`src/flow_pkg.sv`:
```
`default_nettype none

package flow_pkg;

   // --------------------
   // table word widths
   localparam int KEY_W    = 64;
   localparam int ACTION_W = 32;

   // --------------------
   // key layout, msb first
   // flag is carried along but never takes part in matching
   typedef struct packed {
      logic        flag;
      logic [14:0] vlan;
      logic [15:0] dst_port;
      logic [31:0] dst_ip;
   } flow_fields_t;

   // raw view for hashing, field view for compare
   typedef union packed {
      logic [KEY_W-1:0] raw;
      flow_fields_t     fields;
   } flow_key_u;

   typedef logic [ACTION_W-1:0] flow_action_t;

   // an all-zero action drops the packet
   localparam flow_action_t ACTION_DROP = '0;

   // one table entry, also the host write word
   typedef struct packed {
      flow_key_u    key;
      flow_action_t action;
   } flow_entry_t;

endpackage

`default_nettype wire
```
`src/lookup_pkg.sv`:
```
`default_nettype none

package lookup_pkg;

   // --------------------
   // counter width
   localparam int COUNT_W = 32;

   // upper bounds that size the token fields
   localparam int MAX_PORT_BITS = 3;
   localparam int MAX_IDX_W     = 8;

   typedef logic [COUNT_W-1:0] count_t;

   // --------------------
   // one lookup in flight, scheduler to resolver
   // only the low TABLE_BITS of each index reach the table
   typedef struct packed {
      logic                     valid;
      logic [MAX_PORT_BITS-1:0] port;
      flow_pkg::flow_key_u      key;
      logic [MAX_IDX_W-1:0]     idx0;
      logic [MAX_IDX_W-1:0]     idx1;
   } lookup_token_t;

   // global exact-match totals
   typedef struct packed {
      count_t exact_hit;
      count_t exact_miss;
   } hit_counters_t;

endpackage

`default_nettype wire

```
`src/action_resolver.sv`:
```
`timescale 1ns/10ps
`default_nettype none

module action_resolver
   import flow_pkg::*, lookup_pkg::*;
#(
   parameter int NUM_PORTS = 4
) (
   input  wire logic                  asclk,
   input  wire logic                  aresetn,
   input  wire lookup_token_t         token,
   input  wire flow_entry_t           entry0,
   input  wire flow_entry_t           entry1,
   output flow_action_t               action_out,
   output logic [NUM_PORTS-1:0]       done,
   output hit_counters_t              counters,
   output count_t [NUM_PORTS-1:0]     dropped
);

   logic                     valid_s3;
   logic [MAX_PORT_BITS-1:0] port_s3;
   logic                     match0_s3;
   logic                     match1_s3;
   flow_action_t             action0_s3;
   flow_action_t             action1_s3;

   logic                     hit_s3;
   flow_action_t             sel_action;
   logic [NUM_PORTS-1:0]     port_vec;

   // vlan, dst_port and dst_ip must all agree
   // the flag bit is a don't-care
   function automatic logic key_match(input flow_key_u stored, input flow_key_u probe);
      return {stored.fields.vlan, stored.fields.dst_port, stored.fields.dst_ip} ==
             {probe.fields.vlan, probe.fields.dst_port, probe.fields.dst_ip};
   endfunction

   // --------------------
   // T3 compare stage
   always_ff @(posedge asclk) begin
      if (!aresetn) begin
         valid_s3 <= 1'b0;
      end else begin
         valid_s3 <= token.valid;
      end
   end

   // match flags are only set for a valid token
   always_ff @(posedge asclk) begin
      port_s3    <= token.port;
      match0_s3  <= token.valid && key_match(entry0.key, token.key);
      match1_s3  <= token.valid && key_match(entry1.key, token.key);
      action0_s3 <= entry0.action;
      action1_s3 <= entry1.action;
   end

   // --------------------
   // first matching index wins
   always_comb begin
      hit_s3     = match0_s3 || match1_s3;
      sel_action = ACTION_DROP;
      if (match0_s3) begin
         sel_action = action0_s3;
      end else if (match1_s3) begin
         sel_action = action1_s3;
      end
   end

   // one-hot of the requesting port
   always_comb begin
      for (int p = 0; p < NUM_PORTS; p++) begin
         port_vec[p] = valid_s3 && (port_s3 == MAX_PORT_BITS'(p));
      end
   end

   // T4 registers action, done pulse and global counts
   always_ff @(posedge asclk) begin
      if (!aresetn) begin
         action_out <= '0;
         done       <= '0;
         counters   <= '0;
      end else begin
         action_out <= sel_action;
         done       <= port_vec;
         if (hit_s3) begin
            counters.exact_hit <= counters.exact_hit + 1'b1;
         end
         if (valid_s3 && !hit_s3) begin
            counters.exact_miss <= counters.exact_miss + 1'b1;
         end
      end
   end

   // per-port drop counts
   // every miss is a dropped packet
   always_ff @(posedge asclk) begin
      if (!aresetn) begin
         dropped <= '0;
      end else begin
         for (int p = 0; p < NUM_PORTS; p++) begin
            if (port_vec[p] && !hit_s3) begin
               dropped[p] <= dropped[p] + 1'b1;
            end
         end
      end
   end

endmodule

`default_nettype wire

```
`config.mk`:
```
export PLATFORM = sky130hd
export DESIGN_NAME = action_resolver
export DESIGN_NICKNAME = d
export VERILOG_FILES = /design/src/flow_pkg.sv /design/src/lookup_pkg.sv /design/src/action_resolver.sv
export SDC_FILE = /design/constraint.sdc
export NUM_CORES = 1
export LEC_CHECK = 0
export BUFFER_PORTS_ARGS = -buffer_cell sky130_fd_sc_hd__buf_2
export CORE_AREA = 2 2 200 202
export DETAILED_ROUTE_END_ITERATION = 16
export DIE_AREA = 0 0 202 204
export PLACE_DENSITY = 0.65
export REMOVE_ABC_BUFFERS = 1
export SLEW_MARGIN = 5
export SYNTH_ARGS = -nofsm -noshare
export SYNTH_HDL_FRONTEND = slang
export SYNTH_SLANG_ARGS = --single-unit
```
`constraint.sdc`:
```
create_clock -name asclk -period 3.6 [get_ports asclk]
set_input_delay 0.18 -clock asclk [delete_from_list [all_inputs] [get_ports asclk]]
set_output_delay 0.18 -clock asclk [all_outputs]
set_load 0.1 [all_outputs]
```
# After elaboration in Yosys (flattened, before gate mapping)

Index checks and enable logic that the tools add are counted.

Equality and inequality tests: 5
Multiplexer cells: 2
Add/subtract/negate cells: 6
Reductions and logical operators: 14

Operators by type and width:

| cell                  | number |
|---|---|
| $add 32x1->32 const B | 6 |
| $eq 63x63->1          | 2 |
| $mux 32               | 2 |
| $logic_and 1x1->1     | 11 |
| $eq 3x2->1 const B    | 2 |
| $eq 3x1->1 const B    | 1 |
| $logic_not 3->1       | 1 |
| $logic_not 1->1       | 1 |
| $logic_or 1x1->1      | 1 |

Logic and storage cells: 41
Flip-flop bits (word level): 298
Output and inout bits: 228
Bits of input ports: 278

# Longest topological paths before layout

Gate-level depths: netlist (run 1).

Depth after elaboration: 3
Mapped depth: 8
Gate-level depth less buffers: 6

# Worst setup path after synthesis (run 1)

No wires, ideal clock.

Path type: register to register
Start point: register counters[41] (netlist bit)
End point: register counters[60] (netlist bit)
Slack: 0.776 ns
Clock period less this slack: 2.824 ns
Data required time: 3.472 ns
Arrival: 2.697 ns
Library setup time: 0.128 ns
Buffers on the path: 1
Stages on the path, launching flop included: 7
Cell sequence: dfxtp_1 nand4_1 or4_1 clkbuf_1 nor4_1 xnor2_1 nor2_1

Word-level cells in the longest chain between the ends: 1

RTL lines:

| item          | line                  | RTL |
|---|---|---|
| from (decl)   | action_resolver.sv:16 | `output hit_counters_t counters,` |
| $add 32x1->32 | action_resolver.sv:86 | `counters.exact_hit <= counters.exact_hit + 1'b1;` |

Every way passes these cells.
A chain may end at the register's enable or synchronous reset.

# Final worst setup path (run 1)

Start point: register match1_s3
End point: register dropped[22] (netlist bit)

Word-level cells in the longest chain between the ends: 3

RTL lines:

| item                            | line                   | RTL |
|---|---|---|
| from (decl)                     | action_resolver.sv:23  | `logic match1_s3;` |
| from (signal assigned)          | action_resolver.sv:52  | `match1_s3 <= token.valid && key_match(entry1.key, token.key);` |
| $logic_or 1x1->1                | action_resolver.sv:60  | `hit_s3 = match0_s3 \|\| match1_s3;` |
| $logic_not 1->1                 | action_resolver.sv:101 | `if (port_vec[p] && !hit_s3) begin` |
| $logic_and 1x1->1               | action_resolver.sv:101 |  |
| to (signal, indexed assignment) | action_resolver.sv:102 | `dropped[p] <= dropped[p] + 1'b1;` |
| to (decl)                       | action_resolver.sv:17  | `output count_t [NUM_PORTS-1:0] dropped` |

Every way passes these cells.

==> results.cfg, run 1 <==
[worst_hold_path]
hold_path.class = in2reg
min_from = entry1[80]
whs_endpoint = match1_s3
worstHoldPathCells = 4

[place]
dpl_cell_area_um2 = 15700
hpwl_um = 34900
place_ws_ns = 0.945
portBuffers = 486
place.gp.congestion = 0.967

[power_and_ir_drop]
power_density_nw_per_um2 = 429
peakVddDrop_v = 0.000331
p_leak_nw = 7.51
fin_total_pwr_mw = 7.55

[clock_network]
root_buffer = clkbuf_16
post_cts_buffers = 0
insertion_delay_ns = 0.54
clk_pin_slew_ns = 0.06
h-tree-depth = 2
cts_tree = built
clkSinkCount = 298
cts_made_buffers = 35
clockBufferDepth = 3

[logic_synthesis]
synth_compound_area_share_pct = 6.20
synth.distinct_cells = 49
synthSimpleGateAreaFrac_pct = 25.0
synth.avg_cell_area_um2 = 8.99
synth_xor_area_share_pct = 17.2
synthAdderAreaFrac_pct = 0.592
ys_seq_area_share_pct = 47.0
synth_edf_count = 0
async_flop_share_pct = 0
synth_top_family_by_area = simple AND/OR/NAND/NOR gates
yosysWarnings = 0
syn_inst = 1411
syn-cell-area_um2 = 12700
dominantRegCellSynth = dfxtp_1
synth.mux.area_fraction_pct = 0.474
ys_ff_latch = 298

[die]
die_w_um = 202
core_um2 = 39200
die_h_um = 204
die_area_um2 = 41200
start_util_pct = 32.4
io_pins = 506
std_cell_rows = 73

[worst_setup_path]
slowest_delay_ns = 0.62
startpoint_type = register
crit_path_max_fanout = 18
cp.arrival_ns = 3.01
r2r_cells = 6
cp_cell_sequence = nor4b_4 -> buf_4 -> nand4_1 -> nor4b_1 -> xnor2_1 -> nor2_1
cp_data_required_time_ns = 3.97
critPathLaunch = match1_s3
endpoint_kind = register
cp_top_family = simple AND/OR/NAND/NOR gates
critPathSlowestCell = nand4_1
reg2reg_slack_ns = 0.96
path_buf_inv = 1
r2r-end = dropped[22]
critPathKind = reg2reg
worstReg2RegStart = match1_s3

[drt]
ant_nets = 0
drc_errors = 0
viasPerCell = 4.92
wirelength_um = 45900
drt_iter0_drc = 613
vias = 12409
drt_pass1_iterations = 7
routedWlPerCell_um = 18.2

[sta]
layout_setup_ws_ns = 0.959
layout_min_cycle_time_ns = 2.64
holdWs_ns = 0.0383
finalSetupViolations = 0
worst_pin_slew_ns = 1.02
rsz0062_at_grt = false
fin_crit_sh_pct = 73.4
relSlewSlack_pct = 31.7
drv_slew = 0
skew_ns = 0.0202
clock.fmax_mhz = 379
hold_viol = 0
tns_ns = 0

[global_route]
antenna_found_initial = 14
grt_first_pass_wirelength_um = 68300
grt_overflow_total = 0
grt_use_met1_pct = 22.9
track_usage_pct = 21.4
grt_pass1_vias = 11947
grt_max_degree = 128
busiest_layer = met2
grtUsageMet3_pct = 5.26
met2_usage_pct = 38.3

[finish]
fin_nets = 2246
finalInstanceArea_um2 = 17600
drive_above_1_share_pct = 28.7
area_growth_pct = 38.7

[run_status]
status = completed

[job]
drv_cap = 0
worst register-to-register path, delay by kind of cell (launching register included):
kind | cells | cell delay [ns]
XOR/XNOR | 1 | 0.16
buffers and inverters | 1 | 0.27
AND/OR/NAND/NOR | 4 | 1.58
flip-flops | 1 | 0.48
flip-flops by register name, summed over array words and instances (netlist names):
signal      flops
action0_s3     32
action1_s3     32
dropped       128
match0_s3       1
port_s3         3
done            4
match1_s3       1
valid_s3        1
counters       64
action_out     32
cell families after synthesis:
| logic type | Yosys count |
|---|---|
| and+or+nand+nor | 614 |
| xor gates and xnor gates | 249 |
| buffers and inverters | 115 |
| adders and majority gates | 6 |
| AOI/OAI and AO/OA | 123 |
| muxes | 6 |
| DFF | 298 |
where the power goes:
part | internal [mW] | switching (mW) | total (mW)
Clock | 2.24 | 1.43 | 3.67
Sequential | 3.34 | 0.0193 | 3.36
Combinational | 0.238 | 0.272 | 0.510
Yosys cell counts, types with 4 or more instances:
master	n	area, µm²
a21oi_1	29	145
a22oi_1	38	285
and2_1	11	68.8
and3_1	13	81.3
and4_1	32	280
buf_1	4	15.0
buf_2	5	25.0
clkbuf_1	49	184
dfxtp_1	298	5970
ha_1	6	75.1
inv_1	56	210
mux2i_1	6	60.1
nand2_1	67	251
nand2b_1	7	43.8
nand3_1	60	300
nand4_1	66	413
nor2_1	216	811
nor3_1	48	240
nor3b_1	4	30.0
nor4_1	39	244
nor4bb_1	4	40.0
o21ai_0	29	145
o22ai_1	10	62.6
o2bb2ai_1	6	52.6
or3_1	25	156
xnor2_1	116	1020
xor2_1	133	1160
layer usage:
layer,vias to the layer above,wire length [µm]
met1,5842,17100
met2,469,23200
met5,-,24
li1,5981,-
met3,113,3020
met4,4,2590
cell usage in the layout (no fill, tap or decap), drive strengths merged, types with 32 or more instances in the layout:
cell type and n:
buf 503, dfxtp 298, nor2 216, xor2 133, xnor2 116, dlygate4sd3 70, nand2 67, nand4 67
nand3 60, inv 57, nor3 48, clkbuf 45, nor4 40, a22oi 38, and4 32
cell type report:
type | instances | area (µm²)
fillers | 3755 | 21600
multi-input cells | 998 | 6270
flip-flops and latches | 298 | 5970
repair buffers | 573 | 3260
clock buffers | 45 | 995
well taps | 525 | 657
inverters | 56 | 215
clock inverters | 15 | 199
diodes | 12 | 30.0
metrics by stage:
stage / instances / util, %
3_5_place_dp: 2380 / 40.0
4_1_cts: 2510 / 44.8
5_1_grt: 2522 / 44.9
3_3_place_gp: 2380 / 40.0
6_report: 2522 / 44.9
2_1_floorplan: 1352 / -
worst max path at each step:
stage | to | slack [ns] | cells past startpoint
4_1_cts | dropped[22] | 0.91 | 6
2_1_floorplan | action_out[0] | -0.02 | 2
3_5_place_dp | dropped[22] | 0.95 | 6
5_1_grt | dropped[28] | 0.66 | 6
6_report | dropped[22] | 0.96 | 6
3_3_place_gp | dropped[22] | 0.94 | 6
what timing repair did:
action,CTS,global route
hold endpoints to repair,68,0
resized for setup,0,0
hold buffers,70,0
setup endpoints to repair,0,0
(Power assumes the default switching activity.)
==> run 2: changes to the inputs <==
Clock period 3.6 ns to 2.8 ns, I/O delays scaled along.
==> results.cfg, run 2 (same netlist as run 1, synthesis figures left out) <==
[place]
hpwl_um = 35200
portBuffers = 486
place.gp.congestion = 0.977
place_ws_ns = 0.332
dp.cells = 2383

[finish]
largest-register = dropped
drive_above_1_share_pct = 28.3
mostFrequentLayoutCell = buf_2
reg.largest.list = dropped (128), counters (64)
fillers = 3824
fin_nets = 2253
area_growth_pct = 38.5
largest_reg_flops = 128
most-common-layout-cells = 486 x buf_2, 297 x dfxtp_1, 216 x nor2_1, 133 x xor2_1, 116 x xnor2_1
instances_no_fill = 2532

[die]
core_um2 = 39200
std_cell_rows = 73
start_util_pct = 32.4
io_pins = 506
die_h_um = 204
die_w_um = 202
die_area_um2 = 41200

[clock_network]
clockBufferDepth = 3
root_buffer = clkbuf_16
h-tree-depth = 2
insertion_delay_ns = 0.55
clkSinkCount = 298
cts_resized = 0
cts_tree = built
clk_pin_slew_ns = 0.06
cts_made_buffers = 34
cts_hold_buf = 75
post_cts_buffers = 0

[power_and_ir_drop]
p_leak_nw = 7.48
fin_total_pwr_mw = 9.28
power_density_nw_per_um2 = 528
peakVddDrop_v = 0.000579

[sta]
rsz0062_at_grt = false
clock.fmax_mhz = 414
worst_pin_slew_ns = 0.706
layout_setup_ws_ns = 0.385
layout_min_cycle_time_ns = 2.41
finalSetupViolations = 0
hold_viol = 0
skew_ns = 0.0244
drv_slew = 0
holdWs_ns = 0.102
relSlewSlack_pct = 52.5
fin_crit_sh_pct = 86.2

[worst_setup_path]
endpoint_kind = register
critPathSlowestCell = or4b_1
cp_data_required_time_ns = 3.19
slowest_delay_ns = 0.74
critPathKind = reg2reg
path_buf_inv = 1
cp_cell_sequence = or4b_1 -> nor4_2 -> buf_4 -> nand4b_1 -> xor2_1 -> nor2_1
startpoint_type = register
cp.arrival_ns = 2.81
cp_top_family = simple AND/OR/NAND/NOR gates
crit_path_max_fanout = 11

[drt]
viasPerCell = 4.90
drc_errors = 0
drt_pass1_iterations = 7
ant_nets = 0
drt_iter0_drc = 621
routedWlPerCell_um = 18.3
wirelength_um = 46400
vias = 12401

[job]
drv_cap = 0

[global_route]
antenna_found_initial = 14
grt_pass1_vias = 12439
grt_overflow_total = 0
grt_max_degree = 105
grt_first_pass_wirelength_um = 69600
track_usage_pct = 21.8

[run_status]
status = completed

[worst_hold_path]
hold_path.class = in2reg
run 2: final timing paths:
| check | startpoint | cells after the start | to | slack (ns) |
|---|---|---|---|---|
| min reg2reg | counters[63] | 2 | counters[63] | 0.46 |
| max reg2reg | match1_s3 | 6 | dropped[125] | 0.39 |
| max | match1_s3 | 6 | dropped[125] | 0.39 |
| min | entry1[39] | 5 | match1_s3 | 0.10 |
run 2: area by class of cell:
class	count	area [µm²]	share of cell area, %
Antenna cell	13	32.5	0.185
Clock buffer	52	968	5.51
Clock inverter	9	95.1	0.541
Inverter	56	215	1.22
Multi-Input combinational cell	998	6270	35.7
Sequential cell	298	5970	34.0
Tap cell	525	657	3.74
Timing Repair Buffer	581	3360	19.1
run 2: per-layer routing:
layer	global-route usage (%)	up-vias	part of all wire, %
met5	0	-	0.035
met4	14.5	2	5.7
met3	5.56	115	6.8
met2	38.1	480	50
met1	23.3	5795	37
li1	-	6009	-
run 2: worst reg2reg max path: cells and delay by family (launching register included):
family	cells	cell delay, ns
xor+xnor	1	0.19
simple gates	4	1.41
buf+inv	1	0.26
flops	1	0.41
run 2: metrics by stage:
step | cell area, µm² | utilization, % | setup TNS, ns
floorplan | 12400 | - | -170.12
global placement | 15700 | 40.1 | 0
detailed placement | 15700 | 40.1 | 0
CTS | 17500 | 44.8 | 0
global route | 17600 | 44.8 | 0
finish | 17600 | 44.8 | 0
run 2: report_power, final:
| part | internal [mW] | switching (mW) |
|---|---|---|
| logic | 0.314 | 0.355 |
| clock network | 2.50 | 1.80 |
| registers | 4.30 | 0.0242 |
| total | 7.11 | 2.18 |
==> run 3: changes to the inputs <==
Settings changed: CORE_AREA 2 2 200 202 to unset, CORE_MARGIN set to 4, CORE_UTILIZATION set to 35, CTS_CLUSTER_DIAMETER set to 200, DIE_AREA 0 0 202 204 to unset, PLACE_DENSITY 0.65 to 0.69.
==> results.cfg, run 3 (same netlist as run 1, synthesis figures left out) <==
[run_status]
status = completed

[clock_network]
clk_pin_slew_ns = 0.06
cts_made_buffers = 31
cts_resized = 0
post_cts_buffers = 0
clkSinkCount = 298
cts_hold_buf = 76
clockBufferDepth = 3
root_buffer = clkbuf_16
h-tree-depth = 1
insertion_delay_ns = 0.56
cts_tree = built

[die]
start_util_pct = 35.6
die_w_um = 198
std_cell_rows = 69
die_area_um2 = 39300
core_um2 = 35700
die_h_um = 198
io_pins = 506

[drt]
drc_errors = 0
vias = 12470
drt_iter0_drc = 700
viasPerCell = 5.06
drt_pass1_iterations = 5
wirelength_um = 46900
ant_nets = 0
routedWlPerCell_um = 19.1

[worst_setup_path]
crit_path_max_fanout = 2
cpMostUsedCell = dlygate4sd3_1
cp_cell_sequence = dlygate4sd3_1 -> buf_2 -> a22oi_1 -> dlygate4sd3_1 -> nand4_1 -> dlygate4sd3_1 -> nor4_1 -> dlygate4sd3_1
startpoint_type = input pin
reg2reg_slack_ns = 0.43
endpoint_kind = register
critPathSlowestCell = dlygate4sd3_1
slowest_delay_ns = 0.59
r2r-end = dropped[95]
critPathKind = in2reg
r2r_cells = 6
worstReg2RegStart = match1_s3
cp.arrival_ns = 3.06
cp_data_required_time_ns = 3.30

[sta]
finalSetupViolations = 0
rsz0062_at_grt = false
hold_viol = 0
fin_crit_sh_pct = 91.6
layout_min_cycle_time_ns = 2.56
worst_pin_slew_ns = 0.733
drv_slew = 0
skew_ns = 0.0239
relSlewSlack_pct = 50.8
holdWs_ns = 0.0482
tns_ns = 0
clock.fmax_mhz = 390

[power_and_ir_drop]
power_density_nw_per_um2 = 523
peakVddDrop_v = 0.000680
p_leak_nw = 7.48
fin_total_pwr_mw = 9.14

[place]
place.gp.congestion = 0.952
dpl_cell_area_um2 = 15700
hpwl_um = 36300
portBuffers = 486

[finish]
largest_reg_flops = 128
area_growth_pct = 37.7
reg.largest.list = dropped (128), counters (64)
post-route-util_pct = 49.0
drive_above_1_share_pct = 28.4
most-common-layout-cells = 486 x buf_2, 297 x dfxtp_1, 216 x nor2_1, 133 x xor2_1, 116 x xnor2_1
fillers = 3370
fin_nets = 2255
mostFrequentLayoutCell = buf_2
finalInstanceArea_um2 = 17500
largest-register = dropped

[worst_hold_path]
min_from = entry1[66]
hold_path.class = in2reg
whs_endpoint = match1_s3
worstHoldPathCells = 5

[global_route]
track_usage_pct = 23.0
antenna_found_initial = 15
grt_overflow_total = 0
grt_first_pass_wirelength_um = 71700
grt_pass1_vias = 12631
grt_max_degree = 87

[job]
drv_cap = 0
[run 3: cell count changes in the layout (fill, tap and decap cells not counted), moves of 3 or more]
| cell | before | now |
|---|---|---|
| buf_4 | 18 | 23 |
| clkbuf_1 | 13 | 8 |
| diode_2 | 13 | 9 |
| bufinv_16 | 1 | 4 |
| clkbuf_16 | 34 | 31 |
| clkbuf_8 | 5 | 2 |
| clkinv_2 | 3 | 6 |
[run 3: report_power, final]
part / total [mW] / leakage, nW / switching, mW / internal, mW
logic: 0.662 / 4.55 / 0.345 / 0.317
clock network: 4.16 / 0.505 / 1.70 / 2.46
registers: 4.32 / 2.43 / 0.0240 / 4.30
total: 9.14 / 7.48 / 2.06 / 7.08
[run 3: worst max-delay path by stage]
stage | depth (start not counted) | endpoint | start
finish | 8 | match0_s3 | entry0[71]
global route | 8 | match0_s3 | entry0[71]
CTS | 8 | match0_s3 | entry0[71]
detailed placement | 6 | dropped[95] | match1_s3
global placement | 6 | dropped[95] | match1_s3
floorplan | 2 | action_out[0] | aresetn
[run 3: routing by layer]
layer / track usage (%) / share of wire (%) / up-vias
met5: 0 / 0.10 / -
met4: 9.74 / 5.0 / 6
met3: 6.11 / 7.5 / 117
met2: 39.5 / 48 / 476
met1: 27.3 / 40 / 5870
li1: - / - / 6001
[run 3: cell type report]
cell class / count / area [µm²] / area share, %
Clock inverter: 14 / 188 / 1.07
Multi-Input combinational cell: 998 / 6270 / 35.9
Timing Repair Buffer: 586 / 3390 / 19.4
Antenna cell: 9 / 22.5 / 0.129
Clock buffer: 41 / 833 / 4.77
Tap cell: 461 / 577 / 3.30
Sequential cell: 298 / 5970 / 34.2
Inverter: 56 / 215 / 1.23
[run 3: stage by stage]
stage | instances | setup slack [ns]
after floorplan | 1352 | -0.785
after global placement | 2323 | 0.441
after detailed placement | 2323 | 0.423
after CTS | 2454 | 0.285
after global routing | 2461 | 0.123
final | 2463 | 0.236
[run 3: worst max-delay path: cells and delay by family]
family                 cells  cell delay, ns
AOI/OAI and AO/OA          1            0.13
and+or+nand+nor            2            0.36
buffers and inverters      5            2.43
